[src/fma_pkg.sv]
// shared widths, fp16 field constants, bus address map and typedefs for the fma row
package fma_pkg;

    // row size
    localparam int LANES = 4;

    // fp16 format
    localparam int FP_W     = 16;
    localparam int EXP_W    = 5;
    localparam int MAN_W    = 10;
    localparam int EXP_BIAS = 15;
    localparam int EMIN     = -14;   // smallest normal exponent
    localparam int SIG_W    = MAN_W + 1;

    // multiplier and adder widths
    localparam int BOOTH_DIGITS = (SIG_W + 2) / 2;   // radix-4 digits incl. top zero pad
    localparam int PP_W         = 24;
    localparam int ACC_W        = 64;   // aligned add window, exact over the operand range

    // wishbone address map, one fp16 word per address
    localparam int ADR_W  = 4;
    localparam int ADR_A  = 0;
    localparam int ADR_B0 = 1;
    localparam int ADR_C0 = 5;
    localparam int ADR_R0 = 9;

    // raw fp16 word
    typedef logic [FP_W-1:0] fp16_t;

    // significand with hidden bit
    typedef logic [SIG_W-1:0] sig_t;

    // unbiased exponent, wide enough for product and alignment math
    typedef logic signed [6:0] exp_t;

    // one booth partial product row, two's complement
    typedef logic [PP_W-1:0] pp_t;

    // aligned sum window
    typedef logic [ACC_W-1:0] acc_t;

    // leading zero count, holds ACC_W for an all-zero window
    typedef logic [$clog2(ACC_W):0] lzc_t;

    typedef logic [ADR_W-1:0] wb_adr_t;

endpackage

[src/fma_result_regs.sv]
// result register bank, captures every lane result each clock ahead of the bus read mux
`timescale 1ns/1ps

module fma_result_regs (
    input  logic                                   clk,
    input  logic                                   reset,
    input  fma_pkg::fp16_t [fma_pkg::LANES-1:0]    lane_result,
    output fma_pkg::fp16_t [fma_pkg::LANES-1:0]    result
);

    // breaks the long path from the lane datapath to wb_dat_r
    always_ff @(posedge clk) begin
        if (reset) begin
            result <= '0;
        end else begin
            result <= lane_result;  // free running, no enable
        end
    end

endmodule

[config.mk]
export PLATFORM = sky130hd
export DESIGN_NAME = fma_result_regs
export DESIGN_NICKNAME = d
export VERILOG_FILES = /design/src/fma_pkg.sv /design/src/fma_result_regs.sv
export SDC_FILE = /design/constraint.sdc
export NUM_CORES = 1
export LEC_CHECK = 0
export CAP_MARGIN = 20
export CORE_AREA = 2 2 76 78
export DETAILED_ROUTE_END_ITERATION = 10
export DIE_AREA = 0 0 78 80
export DONT_BUFFER_PORTS = 1
export RECOVER_POWER = 100
export SYNTH_ARGS = -nofsm -noshare
export SYNTH_HDL_FRONTEND = slang
export SYNTH_SLANG_ARGS = --single-unit
[constraint.sdc]
create_clock -name clk -period 2 [get_ports clk]
set_clock_uncertainty 0.1 [all_clocks]
set_input_delay 0.4 -clock clk [delete_from_list [all_inputs] [get_ports clk]]
set_output_delay 0.4 -clock clk [all_outputs]
set_load 0.005 [all_outputs]
==> key figures <==
Synth
  • Post-Synthesis Cell Area: between 1500 and 2000 um2
  • Mean Syn Cell Area: between 10 and 15 um2
  • Post-synthesis net count: 201
  • Mapped Cells: 135
  • Synth cell types: 5
  • Seq/Total Area, Yosys: between 60% and 70%
  • Syn. warnings: 0
  • Seq cells post-synth: 64

Timing
  • Final period util: 59.0%
  • Setup TNS: 0 ns
  • Fmax: 0.847 GHz
  • Final count of negative-setup-slack endpoints: 0
  • RSZ-0062 raised after global routing: false
  • Final Critical Period: 1.18 ns
  • Worst-margin pin slew: between 0.4 and 0.5 ns
  • Final count of pins violating max slew: 0
  • Worst setup margin: 0.820 ns
  • Max-slew headroom: roughly 70%
  • Hold Fails Final Rpt: 0

Placement
  • GP Congestion: about 0.66
  • Post-DP HPWL: 2.30 mm
  • I/O Buffers: 0
  • Place WS: 1.17 ns

Floorplanning
  • Chip height: about 80 um
  • Die ar.: between 6000 and 7000 um2
  • Die Width: about 78 um
  • Top-Level Pins: 130
  • Rows: 27
  • Core region area: approximately 5400 um2
  • Starting Density: 35.5%

Worst setup path
  • CP Capture Type: output port
  • Worst-path maximum fanout: 1
  • Crit Path Class: reg2out
  • Worst Path Required: 1.50 ns
  • Startpoint types: register
  • Crit path DAT: around 0.68 ns

Detailed routing
  • Total iterations of the first detailed-routing run: 3
  • Final WL: approximately 3.3 mm
  • Antenna Nets Post-Route: 0
  • DR DRC count: 0
  • Via Count: just over 900
  • Drt wl/cell: ~15 um
  • Initial DRC Count: 12
  • Vias per cell: between 4 and 5

Finish
  • Nets: between 200 and 250
  • Area delta synth->final: 11.8%
  • Layout cells sized above 1: 41.4%
  • Post-Route Utilization: 39.7%
  • Reg with most FFs: result
  • Largest regs: result: 64 flops
  • Diodes inserted: 0
  • Largest register FFs: 64

Flow run
  • Max-cap check violation count: 0

GRT
  • GRT overflow: 0
  • Total global-route track usage: a little over a tenth
  • Initial antenna violation count: 0
  • First-pass GRT wire length: approximately 4.7 mm
  • Largest net degree at the start of global routing: 65
  • Vias in the first global route: about 950

Power
  • Power Dens Cells: 1300 nW/um2
  • Leak: approximately 0.85 nW
  • Max rail drop VDD: 0.506 mV
  • Total power: between 0.002 and 0.003 W

CTS
  • Root Buffer: clkbuf_8
  • Total CTS buffers: 9
  • Clk buf depth: 2
  • H-tree levels: 3
  • Clk pin slew, worst setup/hold paths: 0.07 ns
  • CTS tree: yes
  • Sinks on Clock Net: between 60 and 70
  • Post CTS Setup Buffer Count: 0

Status
  • Status: completed

Min path
  • Worst hold path type: in2reg
-- synth_stat cells --
| cell type | number | area (um2) |
|---|---|---|
| buf_8 | 2 | 30.0 |
| buf_6 | 5 | 56.3 |
| nor2b_2 | 60 | 526 |
| dfxtp_1 | 64 | 1280 |
| nor2b_1 | 4 | 25.0 |
-- where the power goes --
group	switching, W	leakage (nW)	internal [W]	total (W)
logic	0.0000184	0.189	0.0000474	0.0000659
clock network	0.000482	0.123	0.000868	0.00135
registers	0.0000354	0.533	0.00134	0.00138
-- per-layer routing --
layer	track usage (%)	up-vias	wire length (um)
li1	-	413	-
met1	10.0	411	1090
met2	15.9	87	1630
met3	7.01	12	471
met4	10.2	0	122
met5	0	-	0
-- cell usage in the layout (no fill, tap or decap) --
cell type / n
bufinv_16: 3
clkbuf_8: 10
clkinv_4: 1
clkinvlp_4: 1
dfxtp_1: 64
dlygate4sd3_1: 1
inv_6: 1
nor2b_1: 20
nor2b_2: 44
-- per-stage QoR --
step                      std cells  hold slack, ns  area, um2
final                           217          0.0261       2140
after global routing            217       -0.000961       2140
after CTS                       216         0.00613       2170
after detailed placement        200           0.375       1920
after global placement          200           0.372       1920
after floorplan                 135           0.428       1920
-- kinds of logic (layout without fill, tap and decap cells) --
| family | Yosys count | in the layout | share of synthesized area [%] |
|---|---|---|---|
| buf+inv | 7 | 17 | 4.50 |
| flops | 64 | 64 | 66.8 |
| simple gates | 64 | 64 | 28.7 |
-- final cells by class --
| type | instances | area [um2] |
|---|---|---|
| clock inverter | 6 | 115 |
| tap | 72 | 90.1 |
| sequential | 64 | 1280 |
| multi-input combinational | 64 | 510 |
| fill | 535 | 3260 |
| timing repair buffer | 1 | 10.0 |
| clock buffer | 10 | 138 |
-- path summary, 6_finish.rpt --
check / startpoint / endpoint / slack, ns / depth (start not counted)
worst max-delay path: result[58] / result[58] / 0.82 / 0
worst min-delay path: reset / result[33] / 0.03 / 1
-- what timing repair did --
action,4_1_cts,5_1_grt
endpoints found under the hold margin,0,7
hold buffers,0,1
gates resized for setup,0,0
No activity file was read; power rests on OpenSTA's default activity.
